$ cat src/tcls_defines.svh
// ~~~~~~~~~~~~~~~~~~~~~~~~~~~~~~~~~~~~~~~~~~~~~~~~~~~~~~~~~~~~~~~~~~~
// Widths and register offsets shared by the TCLS unit
// Offsets are byte addresses on a 5-bit register bus, word aligned
// ~~~~~~~~~~~~~~~~~~~~~~~~~~~~~~~~~~~~~~~~~~~~~~~~~~~~~~~~~~~~~~~~~~~
`ifndef TCLS_DEFINES_SVH
`define TCLS_DEFINES_SVH

// System bus widths
`define TCLS_ADDR_W 32
`define TCLS_DATA_W 32
`define TCLS_BE_W   4

// Per-core fault counters
`define TCLS_CNT_W  8

// Register bus
`define TCLS_REG_AW        5
`define TCLS_OFS_MODE      5'h00
`define TCLS_OFS_SP_STORE  5'h04
`define TCLS_OFS_MISMATCH0 5'h08
`define TCLS_OFS_MISMATCH1 5'h0C
`define TCLS_OFS_MISMATCH2 5'h10

`endif

$ cat src/tcls_core_pkg.sv
// ~~~~~~~~~~~~~~~~~~~~~~~~~~~~~~~~~~~~~~~~~~~~~~~~~~~~~~~~~~~~~~~~~~~
// Core-side payloads voted by the TCLS unit and the redundancy mode
// NON_TMR is reserved and never entered by the current FSM
// ~~~~~~~~~~~~~~~~~~~~~~~~~~~~~~~~~~~~~~~~~~~~~~~~~~~~~~~~~~~~~~~~~~~
`default_nettype none

`include "tcls_defines.svh"

package tcls_core_pkg;

  // Main payload, always compared
  typedef struct packed {
    logic                    irq_ack;
    logic [4:0]              irq_ack_id;
    logic                    instr_req;
    logic [`TCLS_ADDR_W-1:0] instr_addr;
    logic                    data_req;
  } tcls_main_t;

  // Data payload, meaningful only with data_req high
  typedef struct packed {
    logic [`TCLS_ADDR_W-1:0] data_addr;
    logic                    data_we;
    logic [`TCLS_DATA_W-1:0] data_wdata;
    logic [`TCLS_BE_W-1:0]   data_be;
  } tcls_data_t;

  typedef enum logic [1:0] {
    NON_TMR,
    TMR_RUN,
    TMR_UNLOAD,
    TMR_RELOAD
  } red_mode_e;

endpackage

`default_nettype wire

$ cat src/tcls_reg_pkg.sv
// ~~~~~~~~~~~~~~~~~~~~~~~~~~~~~~~~~~~~~~~~~~~~~~~~~~~~~~~~~~~~~~~~~~~
// TCLS register map: register indexes and control fields
// Unaligned or unmapped offsets decode to INVALID
// ~~~~~~~~~~~~~~~~~~~~~~~~~~~~~~~~~~~~~~~~~~~~~~~~~~~~~~~~~~~~~~~~~~~
`default_nettype none

`include "tcls_defines.svh"

package tcls_reg_pkg;

  typedef enum logic [2:0] {
    MODE,
    SP_STORE,
    MISMATCH0,
    MISMATCH1,
    MISMATCH2,
    INVALID
  } tcls_reg_e;

  // Register values consumed by the mode FSM
  typedef struct packed {
    logic                    restore_mode;
    logic [`TCLS_DATA_W-1:0] sp_store;
  } tcls_ctrl_t;

endpackage

`default_nettype wire

$ cat src/tcls_reg_if.sv
// ~~~~~~~~~~~~~~~~~~~~~~~~~~~~~~~~~~~~~~~~~~~~~~~~~~~~~~~~~~~~~~~~~~~
// Register bus between host and the TCLS register file
// Plain levels, ready follows valid in the same cycle
// ~~~~~~~~~~~~~~~~~~~~~~~~~~~~~~~~~~~~~~~~~~~~~~~~~~~~~~~~~~~~~~~~~~~
`timescale 1ns/1ps
`default_nettype none

`include "tcls_defines.svh"

interface tcls_reg_if;

  logic                    valid;
  logic                    write;
  logic [`TCLS_REG_AW-1:0] addr;
  logic [`TCLS_DATA_W-1:0] wdata;
  logic [`TCLS_DATA_W-1:0] rdata;
  logic                    ready;
  logic                    error;

  modport host (output valid, write, addr, wdata, input rdata, ready, error);

  modport device (input valid, write, addr, wdata, output rdata, ready, error);

endinterface

`default_nettype wire

$ cat src/mismatch_counter.sv
// ~~~~~~~~~~~~~~~~~~~~~~~~~~~~~~~~~~~~~~~~~~~~~~~~~~~~~~~~~~~~~~~~~~~
// Three saturating fault counters, one per core
// Only faults that are one-hot to a core are counted
// A clear strobe wins over an increment in the same cycle
// ~~~~~~~~~~~~~~~~~~~~~~~~~~~~~~~~~~~~~~~~~~~~~~~~~~~~~~~~~~~~~~~~~~~
`timescale 1ns/1ps
`default_nettype none

`include "tcls_defines.svh"

module mismatch_counter (
  input  logic                   clk_i,
  input  logic                   rst_ni,
  input  logic                   count_en_i,
  input  logic [2:0]             err_cba_i,
  input  logic                   clear_i [3],
  output logic [`TCLS_CNT_W-1:0] count_o [3]
);

  for (genvar i = 0; i < 3; i++) begin : gen_cnt
    logic                   hit;
    logic [`TCLS_CNT_W-1:0] cnt_q;

    assign hit = count_en_i && (err_cba_i == (3'b001 << i));

    always_ff @(posedge clk_i or negedge rst_ni) begin
      if (!rst_ni) begin
        cnt_q <= '0;
      end else if (clear_i[i]) begin
        cnt_q <= '0;
      end else if (hit && (cnt_q != '1)) begin
        cnt_q <= cnt_q + 1'b1;
      end
    end

    assign count_o[i] = cnt_q;
  end

endmodule

`default_nettype wire

$ cat src/tcls_mode_fsm.sv
// ~~~~~~~~~~~~~~~~~~~~~~~~~~~~~~~~~~~~~~~~~~~~~~~~~~~~~~~~~~~~~~~~~~~
// Redundancy mode FSM of the TCLS unit, resets to TMR_RUN
// fetch_en_i low forces TMR_RUN over every other transition
// Counting is enabled only in TMR_RUN while an error is present
// ~~~~~~~~~~~~~~~~~~~~~~~~~~~~~~~~~~~~~~~~~~~~~~~~~~~~~~~~~~~~~~~~~~~
`timescale 1ns/1ps
`default_nettype none

module tcls_mode_fsm (
  input  logic                      clk_i,
  input  logic                      rst_ni,
  input  logic                      any_err_i,
  input  logic                      fetch_en_i,
  input  tcls_reg_pkg::tcls_ctrl_t  ctrl_i,
  output tcls_core_pkg::red_mode_e  mode_o,
  output logic                      count_en_o
);

  import tcls_core_pkg::*;

  red_mode_e mode_d;
  red_mode_e mode_q;

  always_comb begin
    mode_d = mode_q;
    case (mode_q)
      TMR_RUN: begin
        // With restore_mode set, faults are only counted
        if (any_err_i && !ctrl_i.restore_mode) begin
          mode_d = TMR_UNLOAD;
        end
      end
      TMR_UNLOAD: begin
        // Software has saved the stack pointer
        if (ctrl_i.sp_store != '0) begin
          mode_d = TMR_RELOAD;
        end
      end
      TMR_RELOAD: begin
        if (ctrl_i.sp_store == '0) begin
          mode_d = TMR_RUN;
        end
      end
      default: mode_d = TMR_RUN;
    endcase

    // Cores not yet fetching start in lock-step
    if (!fetch_en_i) begin
      mode_d = TMR_RUN;
    end
  end

  always_ff @(posedge clk_i or negedge rst_ni) begin
    if (!rst_ni) begin
      mode_q <= TMR_RUN;
    end else begin
      mode_q <= mode_d;
    end
  end

  assign mode_o     = mode_q;
  assign count_en_o = (mode_q == TMR_RUN) && any_err_i;

endmodule

`default_nettype wire

$ cat src/tcls_regs.sv
// ~~~~~~~~~~~~~~~~~~~~~~~~~~~~~~~~~~~~~~~~~~~~~~~~~~~~~~~~~~~~~~~~~~~
// TCLS register file on the register bus
// Reads are combinational, writes land on the next rising edge
// Unmapped or unaligned offsets raise error and change nothing
// Writing a MISMATCH register clears its counter
// ~~~~~~~~~~~~~~~~~~~~~~~~~~~~~~~~~~~~~~~~~~~~~~~~~~~~~~~~~~~~~~~~~~~
`timescale 1ns/1ps
`default_nettype none

`include "tcls_defines.svh"

module tcls_regs (
  input  logic                     clk_i,
  input  logic                     rst_ni,
  tcls_reg_if.device               bus,
  input  tcls_core_pkg::red_mode_e mode_i,
  input  logic [`TCLS_CNT_W-1:0]   count_i [3],
  output tcls_reg_pkg::tcls_ctrl_t ctrl_o,
  output logic                     clear_o [3]
);

  import tcls_reg_pkg::*;

  tcls_reg_e               reg_idx;
  logic                    wr_en;
  logic                    restore_mode_q;
  logic [`TCLS_DATA_W-1:0] sp_store_q;

  always_comb begin
    case (bus.addr)
      `TCLS_OFS_MODE:      reg_idx = MODE;
      `TCLS_OFS_SP_STORE:  reg_idx = SP_STORE;
      `TCLS_OFS_MISMATCH0: reg_idx = MISMATCH0;
      `TCLS_OFS_MISMATCH1: reg_idx = MISMATCH1;
      `TCLS_OFS_MISMATCH2: reg_idx = MISMATCH2;
      default:             reg_idx = INVALID;
    endcase
  end

  assign wr_en     = bus.valid && bus.write && (reg_idx != INVALID);
  assign bus.ready = bus.valid;
  assign bus.error = bus.valid && (reg_idx == INVALID);

  always_ff @(posedge clk_i or negedge rst_ni) begin
    if (!rst_ni) begin
      restore_mode_q <= 1'b0;
      sp_store_q     <= '0;
    end else if (wr_en) begin
      if (reg_idx == MODE) begin
        restore_mode_q <= bus.wdata[0];
      end
      if (reg_idx == SP_STORE) begin
        sp_store_q <= bus.wdata;
      end
    end
  end

  // MODE holds restore_mode in bit 0 and the live mode in bits 3:2
  always_comb begin
    bus.rdata = '0;
    case (reg_idx)
      MODE: begin
        bus.rdata[0]   = restore_mode_q;
        bus.rdata[3:2] = mode_i;
      end
      SP_STORE:  bus.rdata = sp_store_q;
      MISMATCH0: bus.rdata[`TCLS_CNT_W-1:0] = count_i[0];
      MISMATCH1: bus.rdata[`TCLS_CNT_W-1:0] = count_i[1];
      MISMATCH2: bus.rdata[`TCLS_CNT_W-1:0] = count_i[2];
      default:   bus.rdata = '0;
    endcase
  end

  assign clear_o[0] = wr_en && (reg_idx == MISMATCH0);
  assign clear_o[1] = wr_en && (reg_idx == MISMATCH1);
  assign clear_o[2] = wr_en && (reg_idx == MISMATCH2);

  assign ctrl_o.restore_mode = restore_mode_q;
  assign ctrl_o.sp_store     = sp_store_q;

endmodule

`default_nettype wire

$ cat src/tcls_unit.sv
// ~~~~~~~~~~~~~~~~~~~~~~~~~~~~~~~~~~~~~~~~~~~~~~~~~~~~~~~~~~~~~~~~~~~
// Triple-core lock-step unit between three cores and one system bus
// Voted outputs and mismatch flags are combinational from core inputs
// Grants, read data and other return paths are wired outside the unit
// ~~~~~~~~~~~~~~~~~~~~~~~~~~~~~~~~~~~~~~~~~~~~~~~~~~~~~~~~~~~~~~~~~~~
`timescale 1ns/1ps
`default_nettype none

`include "tcls_defines.svh"

module tcls_unit (
  input  logic                    clk_i,
  input  logic                    rst_ni,
  input  logic                    reg_valid_i,
  input  logic                    reg_write_i,
  input  logic [`TCLS_REG_AW-1:0] reg_addr_i,
  input  logic [`TCLS_DATA_W-1:0] reg_wdata_i,
  output logic [`TCLS_DATA_W-1:0] reg_rdata_o,
  output logic                    reg_ready_o,
  output logic                    reg_error_o,
  input  logic                    fetch_en_i,
  input  logic                    core_irq_ack_i     [3],
  input  logic [4:0]              core_irq_ack_id_i  [3],
  input  logic                    core_instr_req_i   [3],
  input  logic [`TCLS_ADDR_W-1:0] core_instr_addr_i  [3],
  input  logic                    core_data_req_i    [3],
  input  logic [`TCLS_ADDR_W-1:0] core_data_addr_i   [3],
  input  logic                    core_data_we_i     [3],
  input  logic [`TCLS_DATA_W-1:0] core_data_wdata_i  [3],
  input  logic [`TCLS_BE_W-1:0]   core_data_be_i     [3],
  output logic                    irq_ack_o,
  output logic [4:0]              irq_ack_id_o,
  output logic                    instr_req_o,
  output logic [`TCLS_ADDR_W-1:0] instr_addr_o,
  output logic                    data_req_o,
  output logic [`TCLS_ADDR_W-1:0] data_addr_o,
  output logic                    data_we_o,
  output logic [`TCLS_DATA_W-1:0] data_wdata_o,
  output logic [`TCLS_BE_W-1:0]   data_be_o,
  output logic                    triple_mismatch_o,
  output logic [2:0]              single_mismatch_o
);

  import tcls_core_pkg::*;
  import tcls_reg_pkg::*;

  tcls_main_t             core_main [3];
  tcls_data_t             core_data [3];
  tcls_main_t             main_voted;
  tcls_data_t             data_voted;
  red_mode_e              mode;
  tcls_ctrl_t             ctrl;
  logic                   any_err;
  logic [2:0]             err_cba;
  logic                   count_en;
  logic                   clear [3];
  logic [`TCLS_CNT_W-1:0] count [3];

  tcls_reg_if reg_bus ();

  assign reg_bus.valid = reg_valid_i;
  assign reg_bus.write = reg_write_i;
  assign reg_bus.addr  = reg_addr_i;
  assign reg_bus.wdata = reg_wdata_i;
  assign reg_rdata_o   = reg_bus.rdata;
  assign reg_ready_o   = reg_bus.ready;
  assign reg_error_o   = reg_bus.error;

  // Gather each core's request lines into the voted payloads
  for (genvar i = 0; i < 3; i++) begin : gen_pack
    assign core_main[i] = '{irq_ack: core_irq_ack_i[i], irq_ack_id: core_irq_ack_id_i[i],
                            instr_req: core_instr_req_i[i], instr_addr: core_instr_addr_i[i],
                            data_req: core_data_req_i[i]};
    assign core_data[i] = '{data_addr: core_data_addr_i[i], data_we: core_data_we_i[i],
                            data_wdata: core_data_wdata_i[i], data_be: core_data_be_i[i]};
  end

  tcls_vote_stage vote_stage_inst (
    .core_main_i (core_main),
    .core_data_i (core_data),
    .mode_i      (mode),
    .main_o      (main_voted),
    .data_o      (data_voted),
    .any_err_o   (any_err),
    .err_cba_o   (err_cba)
  );

  tcls_mode_fsm mode_fsm_inst (
    .clk_i      (clk_i),
    .rst_ni     (rst_ni),
    .any_err_i  (any_err),
    .fetch_en_i (fetch_en_i),
    .ctrl_i     (ctrl),
    .mode_o     (mode),
    .count_en_o (count_en)
  );

  mismatch_counter mismatch_counter_inst (
    .clk_i      (clk_i),
    .rst_ni     (rst_ni),
    .count_en_i (count_en),
    .err_cba_i  (err_cba),
    .clear_i    (clear),
    .count_o    (count)
  );

  tcls_regs regs_inst (
    .clk_i   (clk_i),
    .rst_ni  (rst_ni),
    .bus     (reg_bus),
    .mode_i  (mode),
    .count_i (count),
    .ctrl_o  (ctrl),
    .clear_o (clear)
  );

  assign irq_ack_o         = main_voted.irq_ack;
  assign irq_ack_id_o      = main_voted.irq_ack_id;
  assign instr_req_o       = main_voted.instr_req;
  assign instr_addr_o      = main_voted.instr_addr;
  assign data_req_o        = main_voted.data_req;
  assign data_addr_o       = data_voted.data_addr;
  assign data_we_o         = data_voted.data_we;
  assign data_wdata_o      = data_voted.data_wdata;
  assign data_be_o         = data_voted.data_be;
  assign triple_mismatch_o = any_err;
  assign single_mismatch_o = err_cba;

endmodule

`default_nettype wire

$ cat src/tcls_vote_stage.sv
// ~~~~~~~~~~~~~~~~~~~~~~~~~~~~~~~~~~~~~~~~~~~~~~~~~~~~~~~~~~~~~~~~~~~
// Votes main and data payloads of the three cores
// Data payload errors count only while the voted data_req is high
// Interrupt acknowledge is forced to zero during TMR_UNLOAD
// ~~~~~~~~~~~~~~~~~~~~~~~~~~~~~~~~~~~~~~~~~~~~~~~~~~~~~~~~~~~~~~~~~~~
`timescale 1ns/1ps
`default_nettype none

module tcls_vote_stage (
  input  tcls_core_pkg::tcls_main_t core_main_i [3],
  input  tcls_core_pkg::tcls_data_t core_data_i [3],
  input  tcls_core_pkg::red_mode_e  mode_i,
  output tcls_core_pkg::tcls_main_t main_o,
  output tcls_core_pkg::tcls_data_t data_o,
  output logic                      any_err_o,
  output logic [2:0]                err_cba_o
);

  import tcls_core_pkg::*;

  tcls_main_t main_voted;
  logic       main_err;
  logic [2:0] main_err_cba;
  logic       data_err;
  logic [2:0] data_err_cba;

  tmr_voter #(.payload_t(tcls_main_t)) main_voter (
    .a_i         (core_main_i[0]),
    .b_i         (core_main_i[1]),
    .c_i         (core_main_i[2]),
    .majority_o  (main_voted),
    .error_o     (main_err),
    .error_cba_o (main_err_cba)
  );

  tmr_voter #(.payload_t(tcls_data_t)) data_voter (
    .a_i         (core_data_i[0]),
    .b_i         (core_data_i[1]),
    .c_i         (core_data_i[2]),
    .majority_o  (data_o),
    .error_o     (data_err),
    .error_cba_o (data_err_cba)
  );

  // Idle data lines may legally differ between cores
  assign any_err_o = main_err | (main_voted.data_req & data_err);
  assign err_cba_o = main_err_cba | ({3{main_voted.data_req}} & data_err_cba);

  always_comb begin
    main_o = main_voted;
    if (mode_i == TMR_UNLOAD) begin
      main_o.irq_ack    = 1'b0;
      main_o.irq_ack_id = '0;
    end
  end

endmodule

`default_nettype wire

$ cat src/tmr_voter.sv
// ~~~~~~~~~~~~~~~~~~~~~~~~~~~~~~~~~~~~~~~~~~~~~~~~~~~~~~~~~~~~~~~~~~~
// Bitwise 2-of-3 majority voter over any packed payload type
// Purely combinational; bit 0 of error_cba_o belongs to core a
// ~~~~~~~~~~~~~~~~~~~~~~~~~~~~~~~~~~~~~~~~~~~~~~~~~~~~~~~~~~~~~~~~~~~
`timescale 1ns/1ps
`default_nettype none

module tmr_voter #(
  parameter type payload_t = logic
) (
  input  payload_t   a_i,
  input  payload_t   b_i,
  input  payload_t   c_i,
  output payload_t   majority_o,
  output logic       error_o,
  output logic [2:0] error_cba_o
);

  localparam int unsigned W = $bits(payload_t);

  logic [W-1:0] a;
  logic [W-1:0] b;
  logic [W-1:0] c;
  logic [W-1:0] maj;

  assign a = a_i;
  assign b = b_i;
  assign c = c_i;

  // Each bit takes the value that at least two cores agree on
  assign maj        = (a & b) | (a & c) | (b & c);
  assign majority_o = payload_t'(maj);

  // A core is flagged when any of its bits was outvoted
  assign error_cba_o[0] = |(a ^ maj);
  assign error_cba_o[1] = |(b ^ maj);
  assign error_cba_o[2] = |(c ^ maj);

  assign error_o = |error_cba_o;

endmodule

`default_nettype wire
$ cat config.mk
export PLATFORM = sky130hd
export DESIGN_NAME = tcls_unit
export DESIGN_NICKNAME = d
export VERILOG_FILES = /design/src/tcls_core_pkg.sv /design/src/tcls_reg_pkg.sv /design/src/tcls_reg_if.sv /design/src/mismatch_counter.sv /design/src/tcls_mode_fsm.sv /design/src/tcls_regs.sv /design/src/tcls_unit.sv /design/src/tcls_vote_stage.sv /design/src/tmr_voter.sv
export VERILOG_INCLUDE_DIRS = /design/src
export SDC_FILE = /design/constraint.sdc
export NUM_CORES = 1
export LEC_CHECK = 0
export ABC_CLOCK_PERIOD_IN_PS = 2100
export BUFFER_PORTS_ARGS = -buffer_cell sky130_fd_sc_hd__buf_2
export CAP_MARGIN = 20
export CORE_AREA = 2 2 201 203
export CTS_BUF_LIST = sky130_fd_sc_hd__clkbuf_16
export DETAILED_ROUTE_END_ITERATION = 10
export DIE_AREA = 0 0 203 205
export SKIP_LAST_GASP = 1
export SYNTH_ARGS = -nofsm -noshare
export SYNTH_HDL_FRONTEND = slang
export SYNTH_SLANG_ARGS = --single-unit
$ cat constraint.sdc
create_clock -name clk_i -period 2.1 [get_ports clk_i]
set_input_delay 0.105 -clock clk_i [delete_from_list [all_inputs] [get_ports clk_i]]
set_output_delay 0.105 -clock clk_i [all_outputs]
set_load 0.01 [all_outputs]
# ---- After elaboration in Yosys (flattened, before gate mapping)
# Index checks and enable logic that the tools add are counted.
# W data, S select, Z words.
dict set report word_totals {
  ff_bits 59
  inputBits 369
  wordCells 102
}
dict set report op_classes {
  n_addsub 3
  eq_ne 22
  n_mux 18
  bitwise 20
  reduce_logical 33
}
# operator count
set op_table {}
lappend op_table {{$and A69 B69 Y69} 3}
lappend op_table {{$reduce_or A207 Y1} 1}
lappend op_table {{$reduce_or A69 Y1} 3}
lappend op_table {{$xor A69 B69 Y69} 3}
lappend op_table {{$or A69 B69 Y69} 2}
lappend op_table {{$and A40 B40 Y40} 3}
lappend op_table {{$reduce_or A120 Y1} 1}
lappend op_table {{$reduce_or A40 Y1} 3}
lappend op_table {{$xor A40 B40 Y40} 3}
lappend op_table {{$or A40 B40 Y40} 2}
lappend op_table {{$mux W8} 6}
lappend op_table {{$logic_not A32 Y1} 1}
lappend op_table {{$reduce_bool A32 Y1} 1}
lappend op_table {{$add A8 B1 Y8 const B} 3}
lappend op_table {{$mux W24} 1}
lappend op_table {{$ne A8 B8 Y1 const B} 3}
lappend op_table {{$pmux W4 S4} 1}
lappend op_table {{$pmux W3 S5} 1}
lappend op_table {{$logic_and A1 B1 Y1} 14}
lappend op_table {{$eq A5 B4 Y1 const B} 2}
lappend op_table {{$pmux W2 S5} 1}
lappend op_table {{$eq A3 B2 Y1 const B} 3}
lappend op_table {{$eq A3 B3 Y1 const B} 3}
lappend op_table {{$ne A3 B2 Y1 const B} 3}
lappend op_table {{other kinds (21)} 29}

# ---- Longest topological paths before layout
# Gate-level depths: netlist (run 1).
dict set report depth {
  ltp_word 12
  depth_mapped 10
  ltp_nobuf 9
}

# ---- Hierarchy
# From an unflattened synthesis (run 1), not the netlist that was laid out.
dict set report hier_totals {
  hier_cells 1410
  hier_area_um2 10372.4
}
# module instances cells_each area_per_inst_um2
set by_module_without_submodules {}
lappend by_module_without_submodules {{tmr_voter at vote_stage_inst.data_voter} 1 690 4428.0}
lappend by_module_without_submodules {{tmr_voter at vote_stage_inst.main_voter} 1 401 2516.2}
lappend by_module_without_submodules {tcls_regs 1 149 1783.0}
lappend by_module_without_submodules {mismatch_counter 1 128 1303.8}
lappend by_module_without_submodules {tcls_mode_fsm 1 31 257.7}
lappend by_module_without_submodules {tcls_vote_stage 1 11 83.8}

# ---- Worst setup path before layout (run 1)
# No wires, ideal clock.
dict set report synth_path {
  kind {input-to-reg}
  startpoint {input core_data_wdata_i[9] (netlist bit)}
  endpoint {register mismatch_counter_inst.gen_cnt[2].cnt_q[5]}
  setup_ns 0.083
  t_arrival_ns 2.577
  required_time_ns 2.017
  setup_slack_ns -0.560
  cell_stages 9
  cell_sequence {nor2b_1 -> a2111oi_2 -> nand4_1 -> or4_1 -> nor4_2 -> o21a_2 -> or4b_4 -> or4_1 -> o21ai_0}
}
dict set report synth_between {
  elab_chain_len 11
  elab_cells_between_ends 20
  cone_classes {eq/ne (1); bitwise (11); reduce/logical (8)}
}
# element line
set synth_rtl {}
lappend synth_rtl {{start: declaration} tcls_unit.sv:29} ;# input logic [`TCLS_DATA_W-1:0] core_data_wdata_i [3],
lappend synth_rtl {{$and A69 B69 Y69} tmr_voter.sv:31} ;# assign maj = (a & b) | (a & c) | (b & c);
lappend synth_rtl {{$or A69 B69 Y69 (2 in series)} tmr_voter.sv:31}
lappend synth_rtl {{$xor A69 B69 Y69 (on tied branches)} {tmr_voter.sv:35, tmr_voter.sv:36, tmr_voter.sv:37}}
lappend synth_rtl {{$reduce_or A69 Y1, or another cell as far along} tmr_voter.sv:35} ;# assign error_cba_o[0] = |(a ^ maj);
lappend synth_rtl {{$and A3 B3 Y3 / $and A1 B1 Y1 (equally long branches)} {tcls_vote_stage.sv:47, tcls_vote_stage.sv:46}}
lappend synth_rtl {{$or A3 B3 Y3 / $or A1 B1 Y1 (equally long branches)} {tcls_vote_stage.sv:47, tcls_vote_stage.sv:46}}
lappend synth_rtl {{$eq A3 B3 Y1 / $logic_and A1 B1 Y1 (equally long branches)} {mismatch_counter.sv:24, tcls_mode_fsm.sv:62}}
lappend synth_rtl {{$logic_and A1 B1 Y1 (*)} mismatch_counter.sv:24} ;# assign hit = count_en_i && (err_cba_i == (3'b001 << i));
lappend synth_rtl {{$logic_and A1 B1 Y1 (*)} mismatch_counter.sv:31} ;# end else if (hit && (cnt_q != '1)) begin
lappend synth_rtl {{$reduce_bool A2 Y1 (no source line) (*)} --}
lappend synth_rtl {{end signal: assignment} mismatch_counter.sv:32} ;# cnt_q <= cnt_q + 1'b1;
lappend synth_rtl {{end: declaration} mismatch_counter.sv:22} ;# logic [`TCLS_CNT_W-1:0] cnt_q;
# Mark *: on every way between the ends. The rest lies on a longest branch, timed or not.
# A chain may end at the register's enable or synchronous reset.

# ---- Final worst setup path (run 1)
dict set report layout_path {
  startpoint {input core_data_addr_i[31] (netlist bit)}
  endpoint {register mismatch_counter_inst.gen_cnt[2].cnt_q[5]}
}
dict set report layout_between {
  elab_chain_len 11
  elab_cells_between_ends 20
  cone_classes {eq/ne (1); bitwise (11); reduce/logical (8)}
}
# element line
set layout_rtl {}
lappend layout_rtl {{start: declaration} tcls_unit.sv:27} ;# input logic [`TCLS_ADDR_W-1:0] core_data_addr_i [3],
lappend layout_rtl {{$and A69 B69 Y69} tmr_voter.sv:31}
lappend layout_rtl {{$or A69 B69 Y69 (2 in series)} tmr_voter.sv:31}
lappend layout_rtl {{$xor A69 B69 Y69 (on tied branches)} {tmr_voter.sv:35, tmr_voter.sv:36, tmr_voter.sv:37}}
lappend layout_rtl {{$reduce_or A69 Y1, or another cell as far along} tmr_voter.sv:35}
lappend layout_rtl {{$and A3 B3 Y3 / $and A1 B1 Y1 (equally long branches)} {tcls_vote_stage.sv:47, tcls_vote_stage.sv:46}}
lappend layout_rtl {{$or A3 B3 Y3 / $or A1 B1 Y1 (equally long branches)} {tcls_vote_stage.sv:47, tcls_vote_stage.sv:46}}
lappend layout_rtl {{$eq A3 B3 Y1 / $logic_and A1 B1 Y1 (equally long branches)} {mismatch_counter.sv:24, tcls_mode_fsm.sv:62}}
lappend layout_rtl {{$logic_and A1 B1 Y1 (*)} mismatch_counter.sv:24}
lappend layout_rtl {{$logic_and A1 B1 Y1 (*)} mismatch_counter.sv:31}
lappend layout_rtl {{$reduce_bool A2 Y1 (no source line) (*)} --}
# Marked as above.

==> summary.md, run 1 <==
| Metric | Value |
|---|---|
| CTS max path bufs | 2 |
| Placed wire-length estimate | 49.1 mm |
| # DRC | 0 |
| CTS root buf | clkbuf_16 |
| Share of synthesized flip-flops with an asynchronous set or reset | 1.00 |
| Synth area leaders | dfrtp_1 14%, or3b_2 9.4%, nand3b_1 8.8%, nor2_1 7.9%, o21a_1 6.9% |
| TritonCTS Buffers | 9 |
| Mux contribution to synthesized area | 0.0590 |
| WP data required | 2350 ps |
| Clock sinks | 59 |
| First-pass GRT wire length | 81.8 mm |
| Ys flop type | dfrtp_1 |
| CP endpoint kind | register |
| Full die area | 41600 um^2 |
| Yosys top cell area share | 0.141 |
| Via count | 15600 |
| Worst Path Arrival | 2990 ps |
| Simple-gate share of the synthesized area | 0.527 |
| Grt met3 use | 0.0382 |
| Failing checks | setup timing |
| Worst skew pair latency | 330 ps |
| Largest family of logic cells by synthesized area | simple AND/OR/NAND/NOR gates |
| Final Power | 5.98 mW |
| WS Path Type | input port to register |
| HP Class | input port to register |
| EDFF count, synth | 0 |
| Die span in x | 203 um |
| CTS tree | built |
| Met1 Usage GRT | 0.327 |
| Nets@finish | 2784 |
| Level count of the clock H-tree | 3 |
| Die height | 205 um |
| Synth Warn # | 0 |
| Filler cells | 4055 |
| Gr busiest metal | met2 |
| Initial antenna violation count | 13 |
| I/O Buffers | 515 |
| GRT Overall Usage | 0.254 |
| Worst-path cell chain | buf_8 > and3b_2 > nor4_4 > buf_4 > nand4_1 > or4_4 > nor4_4 > buf_4 > o21a_4 > or4b_4 > or4_1 > o21ai_1 |
| Final setup vio count | 30 |
| Vias in the first global route | 14400 |
| IO Pins | 516 |
| GRT overflow | 0 |
| Yosys reg bits | 59 |
| Outcome | finished, violations left |
| Cell family with most CP delay | simple AND/OR/NAND/NOR gates |
| R2r setup slk | -150 ps |
| Worst Hold Launch | reg_wdata_i[13] |
| Largest net degree at the start of global routing | 33 |
| Max FO, Critical Path | 4 |
| Worst Reg-to-Reg Cells | 5 |
| Fmax | 0.365 GHz |
| Placeable core region | 39400 um^2 |
| Multi-input gate area | 9120 um^2 |
| Clock skew | 7.58 ps |
| Adder-Cell Fraction of Synth Area | 0.00851 |
| Peak supply drop | 0.295 mV |
| FF+latch area | 1480 um^2 |
| RD Place Congestion | 0.998 |
| DP Area | 16900 um^2 |
| Total Wirelength | 56.5 mm |
| Initial DRC count | 1048 |
| Hold path depth | 2 |
| Worst hold slack | 4.51 ps |
| Area growth syn-to-layout | 72.1% |
| Setup crit start kind | input port |
| Post-synthesis sequential area ratio | 0.144 |
| RSZ-0062 raised after global routing | true |
| Initial DRT Pass Iterations | 7 |
| Synthesized area | 10300 um^2 |
| Compound-Gate Fraction of Synth Area | 0.243 |
| Place WS | -1330 ps |
| Post-DRT Antenna Nets | 0 |
| Mean Syn Cell Area | 7.12 um^2 |
| FP Rows | 73 |
| Min Tclk post-route | 2740 ps |
| Hold Path End | regs_inst.sp_store_q[13] |
| DR vias/cell | 5.27 |
| Met2 usage | 0.437 |
| Mapped Cells | 1445 |
| Slew Limit Headroom | 0.607 |
| Finished Cell Area | 17700 um^2 |
| Highest-delay cell along the critical path | or4_4 |
| Post-synth top area cell | dfrtp_1 |
| Synth Area in XOR/XNOR | 0.00341 |
| Crit share post-route | 1.30 |
| Share of post-route cells with drive strength above 1 | 0.499 |
| Leakage Power | 8.60 nW |
| Clock Pin Slew Worst Setup and Hold Paths | 50 ps |
| Worst r2r src | mode_fsm_inst.mode_o[0] |
| Worst Path Buf+Inv | 3 |
| Pins Over Slew Limit | 0 |
| Worst r2r dst | mismatch_counter_inst.gen_cnt[0].cnt_q[3] |
| Syn_nets | 1821 |
| Hold Vio Cnt, Final | 0 |
| Synth unique cells | 55 |
| Final core occ | 0.450 |
| Wire per inst | 19.1 um |
| Delay of the slowest cell on the worst path | 510 ps |
| MaxCap Viol Count | 0 |
| Pwr Density | 338 nW/um^2 |
| Worst-Margin Slew | 588 ps |
| Final WS setup | -640 ps |
| Initial Util | 0.261 |
## cell type report
cell class                 count  share of cell area
multi-input combinational   1345               0.515
timing repair buffer         966               0.342
sequential                    59              0.0835
tap                          525              0.0371
clock buffer                   9              0.0127
inverter                      27             0.00572
clock inverter                 6             0.00191
antenna                       13             0.00184
## synthesized netlist by cell type (all sizes together) (2+ instances only)
| cell | number |
|---|---|
| a2111oi | 10 |
| a21o | 20 |
| a21oi | 128 |
| a221oi | 11 |
| a222oi | 8 |
| and2 | 31 |
| and3 | 8 |
| and3b | 38 |
| buf | 6 |
| clkbuf | 8 |
| dfrtp | 58 |
| ha | 7 |
| inv | 27 |
| mux2 | 37 |
| mux2i | 19 |
| nand2 | 71 |
| nand2b | 30 |
| nand3 | 15 |
| nand3b | 121 |
| nand4 | 80 |
| nor2 | 216 |
| nor2b | 32 |
| nor3 | 7 |
| nor3b | 52 |
| nor4 | 55 |
| nor4b | 2 |
| o2111ai | 2 |
| o21a | 96 |
| o21ai | 57 |
| o22ai | 47 |
| o2bb2ai | 5 |
| o31ai | 2 |
| or3 | 7 |
| or3b | 111 |
| or4 | 5 |
| or4b | 2 |
| xnor2 | 4 |
## per-layer routing
| layer | vias up | wire [um] |
|---|---|---|
| met3 | 99 | 3780 |
| li1 | 7514 | - |
| met1 | 7393 | 24100 |
| met2 | 551 | 26700 |
| met4 | 4 | 1800 |
| met5 | - | 29 |
## power by group
group | total [mW] | switching [mW] | internal [mW]
registers | 1.22 | 0.0288 | 1.19
clock network | 1.29 | 0.513 | 0.778
logic | 3.47 | 1.77 | 1.70
total | 5.98 | 2.32 | 3.66
## cell families after synthesis
kind of cell             after synthesis
AO/OA/AOI/OAI                        393
flip-flops                            59
XOR/XNOR                               4
buffers and inverters                 41
AND/OR/NAND/NOR                      885
adder cells (fa/ha/maj)                7
multiplexers                          56
## state kept, by name (all words and copies together), names as in the netlist
name                                 cells
regs_inst.restore_mode_q                 1
regs_inst.sp_store_q                    32
mode_fsm_inst.mode_o                     2
mismatch_counter_inst.gen_cnt.cnt_q     24
## metrics by stage
stage	instances	setup TNS, ps
after CTS	2937	-10200
final	2950	-10720
after detailed placement	2920	-28690
after global placement	2920	-28450
after global routing	2945	-14370
after floorplan	1445	-5350
## how the worst max path moves through the flow
stage,startpoint,endpoint,slack (ps),cells past startpoint
after CTS,core_data_addr_i[31],mismatch_counter_inst.gen_cnt[2].cnt_q[5],-600,12
final,core_data_addr_i[31],mismatch_counter_inst.gen_cnt[2].cnt_q[5],-640,12
after detailed placement,core_data_wdata_i[10],mismatch_counter_inst.gen_cnt[0].cnt_q[3],-1330,13
after global placement,core_data_wdata_i[10],mismatch_counter_inst.gen_cnt[0].cnt_q[3],-1380,13
after floorplan,core_data_be_i[10],mismatch_counter_inst.gen_cnt[2].cnt_q[5],-520,9
after global routing,core_data_wdata_i[1],mismatch_counter_inst.gen_cnt[0].cnt_q[3],-700,12
## layout by cell type, fill, tap and decap left out, drive strengths merged, types with 7 or more instances in the layout
cell	instances
buf	963
nor2	216
a21oi	128
nand3b	121
or3b	111
o21a	96
nand4	80
nand2	71
dfrtp	58
o21ai	57
nor4	55
nor3b	52
o22ai	47
and3b	38
mux2	37
nor2b	32
and2	31
nand2b	30
inv	27
a21o	20
mux2i	19
nand3	15
diode	13
a221oi	11
clkbuf	11
a2111oi	10
a222oi	8
and3	8
ha	7
or3	7
nor3	7
## timing repair
item	CTS	global route
endpoints found under the hold margin	17	0
pin swaps	18	26
cloned	0	1
setup buffers	2	2
setup endpoints to repair	30	30
hold buffers	1	0
resized for setup	40	64
No activity file was read; power rests on OpenSTA's default activity.
==> run 2: changes to the inputs <==
- CORE_AREA: 2 2 201 203 -> 2 2 198 200
- CTS_BUF_LIST: sky130_fd_sc_hd__clkbuf_16 -> sky130_fd_sc_hd__clkbuf_4 sky130_fd_sc_hd__clkbuf_8 sky130_fd_sc_hd__clkbuf_16
- DIE_AREA: 0 0 203 205 -> 0 0 200 202
==> run 2 against run 1 <==
Net effect:
- the run still ends with setup timing left
- sequential power about the same
- final area up 0.42%
- largest power group unchanged
- critical path depth down 1
- clock skew up 0.82 ps
- total power up 2.6%
- die area down 2.9%
- first-iteration DRC count down 6.1%
- register-to-register slack about the same
- highest routed layer is now met4
==> summary.md, run 2 (synthesis results as in run 1) <==
| Metric | Value |
|---|---|
| Outcome | finished, violations left (unchanged) |
| Failing checks | setup timing (unchanged) |
| Final Power | 6.13 mW (was 5.98 mW) |
| Initial antenna violation count | 20 (was 13) |
| FP Rows | 72 (was 73) |
| Largest register FFs | 32 (unchanged) |
| Worst-Margin Slew | 777 ps (was 588 ps) |
| Clock Pin Slew Worst Setup and Hold Paths | 60 ps (was 50 ps) |
| Area growth syn-to-layout | 72.8% (was 72.1%) |
| Largest net degree at the start of global routing | 60 (was 33) |
| Finished Cell Area | 17800 um^2 (was 17700 um^2) |
| Total Wirelength | 55.3 mm (was 56.5 mm) |
| Min Tclk post-route | 2820 ps (was 2740 ps) |
| Worst skew pair latency | 320 ps (was 330 ps) |
| Placed wire-length estimate | 48.0 mm (was 49.1 mm) |
| Filler cells | 3902 (was 4055) |
| WP data required | 2350 ps (about the same) |
| Die height | 202 um (was 205 um) |
| Fmax | 0.355 GHz (was 0.365 GHz) |
| Via count | 15500 (was 15600) |
| GRT overflow | 0 (unchanged) |
| RD Place Congestion | 1.02 (was 0.998) |
| MaxCap Viol Count | 0 (unchanged) |
| Initial DRT Pass Iterations | 7 (unchanged) |
| TritonCTS Buffers | 9 (unchanged) |
| Multi-input gate area | 9070 um^2 (was 9120 um^2) |
| Die span in x | 200 um (was 203 um) |
| WS Path Type | input port to register (unchanged) |
| GRT Overall Usage | 0.259 (was 0.254) |
| Worst Path Arrival | 3070 ps (was 2990 ps) |
| Worst Hold Launch | reg_wdata_i[9] (was reg_wdata_i[13]) |
| Clock sinks | 59 (unchanged) |
| Final WS setup | -720 ps (was -640 ps) |
| DP Area | 17000 um^2 (was 16900 um^2) |
| RSZ-0062 raised after global routing | true (unchanged) |
| Peak supply drop | 0.451 mV (was 0.295 mV) |
| Nets@finish | 2799 (was 2784) |
| Delay of the slowest cell on the worst path | 500 ps (was 510 ps) |
| Largest reg by FF count | regs_inst.sp_store_q (unchanged) |
| HP Class | input port to register (unchanged) |
| Clock skew | 8.40 ps (was 7.58 ps) |
| Slew Limit Headroom | 0.482 (was 0.607) |
| CTS tree | built (unchanged) |
| Most frequent cells in the layout | 513 x buf_2, 457 x buf_4, 216 x nor2_1 (was 507 x buf_2, 442 x buf_4, 216 x nor2_1) |
| Highest-delay cell along the critical path | or4_4 (unchanged) |
| Hold Vio Cnt, Final | 0 (unchanged) |
| Pins Over Slew Limit | 0 (unchanged) |
| Placeable core region | 38300 um^2 (was 39400 um^2) |
| FF+latch area | 1480 um^2 (unchanged) |
| Worst r2r src | mode_fsm_inst.mode_o[0] (unchanged) |
| Level count of the clock H-tree | 3 (unchanged) |
| Critical Path Source | core_data_wdata_i[41] (was core_data_addr_i[31]) |
| # DRC | 0 (unchanged) |
| Max FO, Critical Path | 5 (was 4) |
| Initial DRC count | 984 (was 1048) |
| Share of post-route cells with drive strength above 1 | 0.499 (about the same) |
| First-pass GRT wire length | 80.4 mm (was 81.8 mm) |
| CTS max path bufs | 2 (unchanged) |
| Full die area | 40400 um^2 (was 41600 um^2) |
| Crit share post-route | 1.34 (was 1.30) |
| IO Pins | 516 (unchanged) |
| Commonest non-fill, non-tap cell in the layout | buf_2 (unchanged) |
| Initial Util | 0.269 (was 0.261) |
| Setup crit start kind | input port (unchanged) |
| Setup TNS | -15570 ps (was -10720 ps) |
| CTS root buf | clkbuf_16 (unchanged) |
| Post-DRT Antenna Nets | 0 (unchanged) |
| CP endpoint kind | register (unchanged) |
| DR vias/cell | 5.24 (was 5.27) |
| Final core occ | 0.464 (was 0.450) |
| Final setup vio count | 29 (was 30) |
| I/O Buffers | 515 (unchanged) |
| Worst-path cell chain | buf_2 > nor3b_1 > a2111oi_4 > nand4_1 > or4_4 > nor4_4 > buf_4 > o21a_4 > or4b_4 > or4_1 > o21ai_1 (was buf_8 > and3b_2 > nor4_4 > buf_4 > nand4_1 > or4_4 > nor4_4 > buf_4 > o21a_4 > or4b_4 > or4_1 > o21ai_1) |
| Vias in the first global route | 14600 (was 14400) |
| Pwr Density | 345 nW/um^2 (was 338 nW/um^2) |
| Wire per inst | 18.7 um (was 19.1 um) |
| Worst hold slack | 16.0 ps (was 4.51 ps) |
| Leakage Power | 8.68 nW (was 8.60 nW) |
## run 2: changes by cell type in the layout (fill, tap and decap cells not counted), sizes merged
cell / before / now
buf: 963 / 980
clkinvlp: 2 / 0
diode: 13 / 20
bufinv: 0 / 1
## run 2: layout make-up
| type | instances | area share |
|---|---|---|
| Multi-Input combinational cell | 1345 | 0.510 |
| Clock inverter | 5 | 0.00303 |
| Sequential cell | 59 | 0.0831 |
| Clock buffer | 11 | 0.0135 |
| Inverter | 27 | 0.00570 |
| Tap cell | 518 | 0.0365 |
| Timing Repair Buffer | 981 | 0.345 |
| Antenna cell | 20 | 0.00281 |
## run 2: path summary, 6_finish.rpt
| kind | end | slack (ps) | cells past startpoint |
|---|---|---|---|
| setup / recovery | mismatch_counter_inst.gen_cnt[2].cnt_q[5] | -720 | 11 |
| hold / removal | regs_inst.sp_store_q[9] | 20 | 2 |
| setup reg to reg | mismatch_counter_inst.gen_cnt[0].cnt_q[3] | -160 | 5 |
| hold reg to reg | regs_inst.sp_store_q[8] | 530 | 1 |
| max in group asynchronous | mismatch_counter_inst.gen_cnt[0].cnt_q[5] | 1080 | 3 |
| min in group asynchronous | regs_inst.sp_store_q[27] | 470 | 3 |
## run 2: repair_timing
| item | CTS | global route |
|---|---|---|
| buffers inserted | 3 | 4 |
| cloned | 0 | 1 |
| resized for setup | 59 | 22 |
| hold buffers | 1 | 0 |
| pin swaps | 21 | 8 |
| endpoints found under the setup margin | 30 | 30 |
| hold endpoints to repair | 58 | 0 |
## run 2: metrics by stage
| step | instances | setup WS, ps |
|---|---|---|
| 3_3_place_gp | 2923 | -1330 |
| 3_5_place_dp | 2923 | -1350 |
| 6_report | 2966 | -720 |
| 2_1_floorplan | 1445 | -522 |
| 4_1_cts | 2943 | -629 |
| 5_1_grt | 2965 | -791 |
## run 2: report_power, final
part / leakage (nW) / total, mW / internal, mW / switching, mW
sequential: 0.801 / 1.22 / 1.19 / 0.0296
combinational: 7.73 / 3.47 / 1.70 / 1.77
clock: 0.150 / 1.44 / 0.939 / 0.502
total: 8.68 / 6.13 / 3.83 / 2.31
## run 2: worst max-delay path, delay by kind of cell
kind | cells | cell delay (ps)
AO/OA/AOI/OAI | 3 | 670
buffers and inverters | 2 | 370
AND/OR/NAND/NOR | 6 | 1910
## run 2: routing by layer
| layer | vias up | part of all wire | routed length [um] | track usage |
|---|---|---|---|---|
| met4 | 0 | 0.034 | 1890 | 0.0892 |
| met2 | 548 | 0.47 | 25800 | 0.438 |
| met3 | 102 | 0.071 | 3910 | 0.0374 |
| met1 | 7334 | 0.43 | 23700 | 0.335 |
| met5 | - | 0 | 0 | 0 |
| li1 | 7562 | - | - | - |
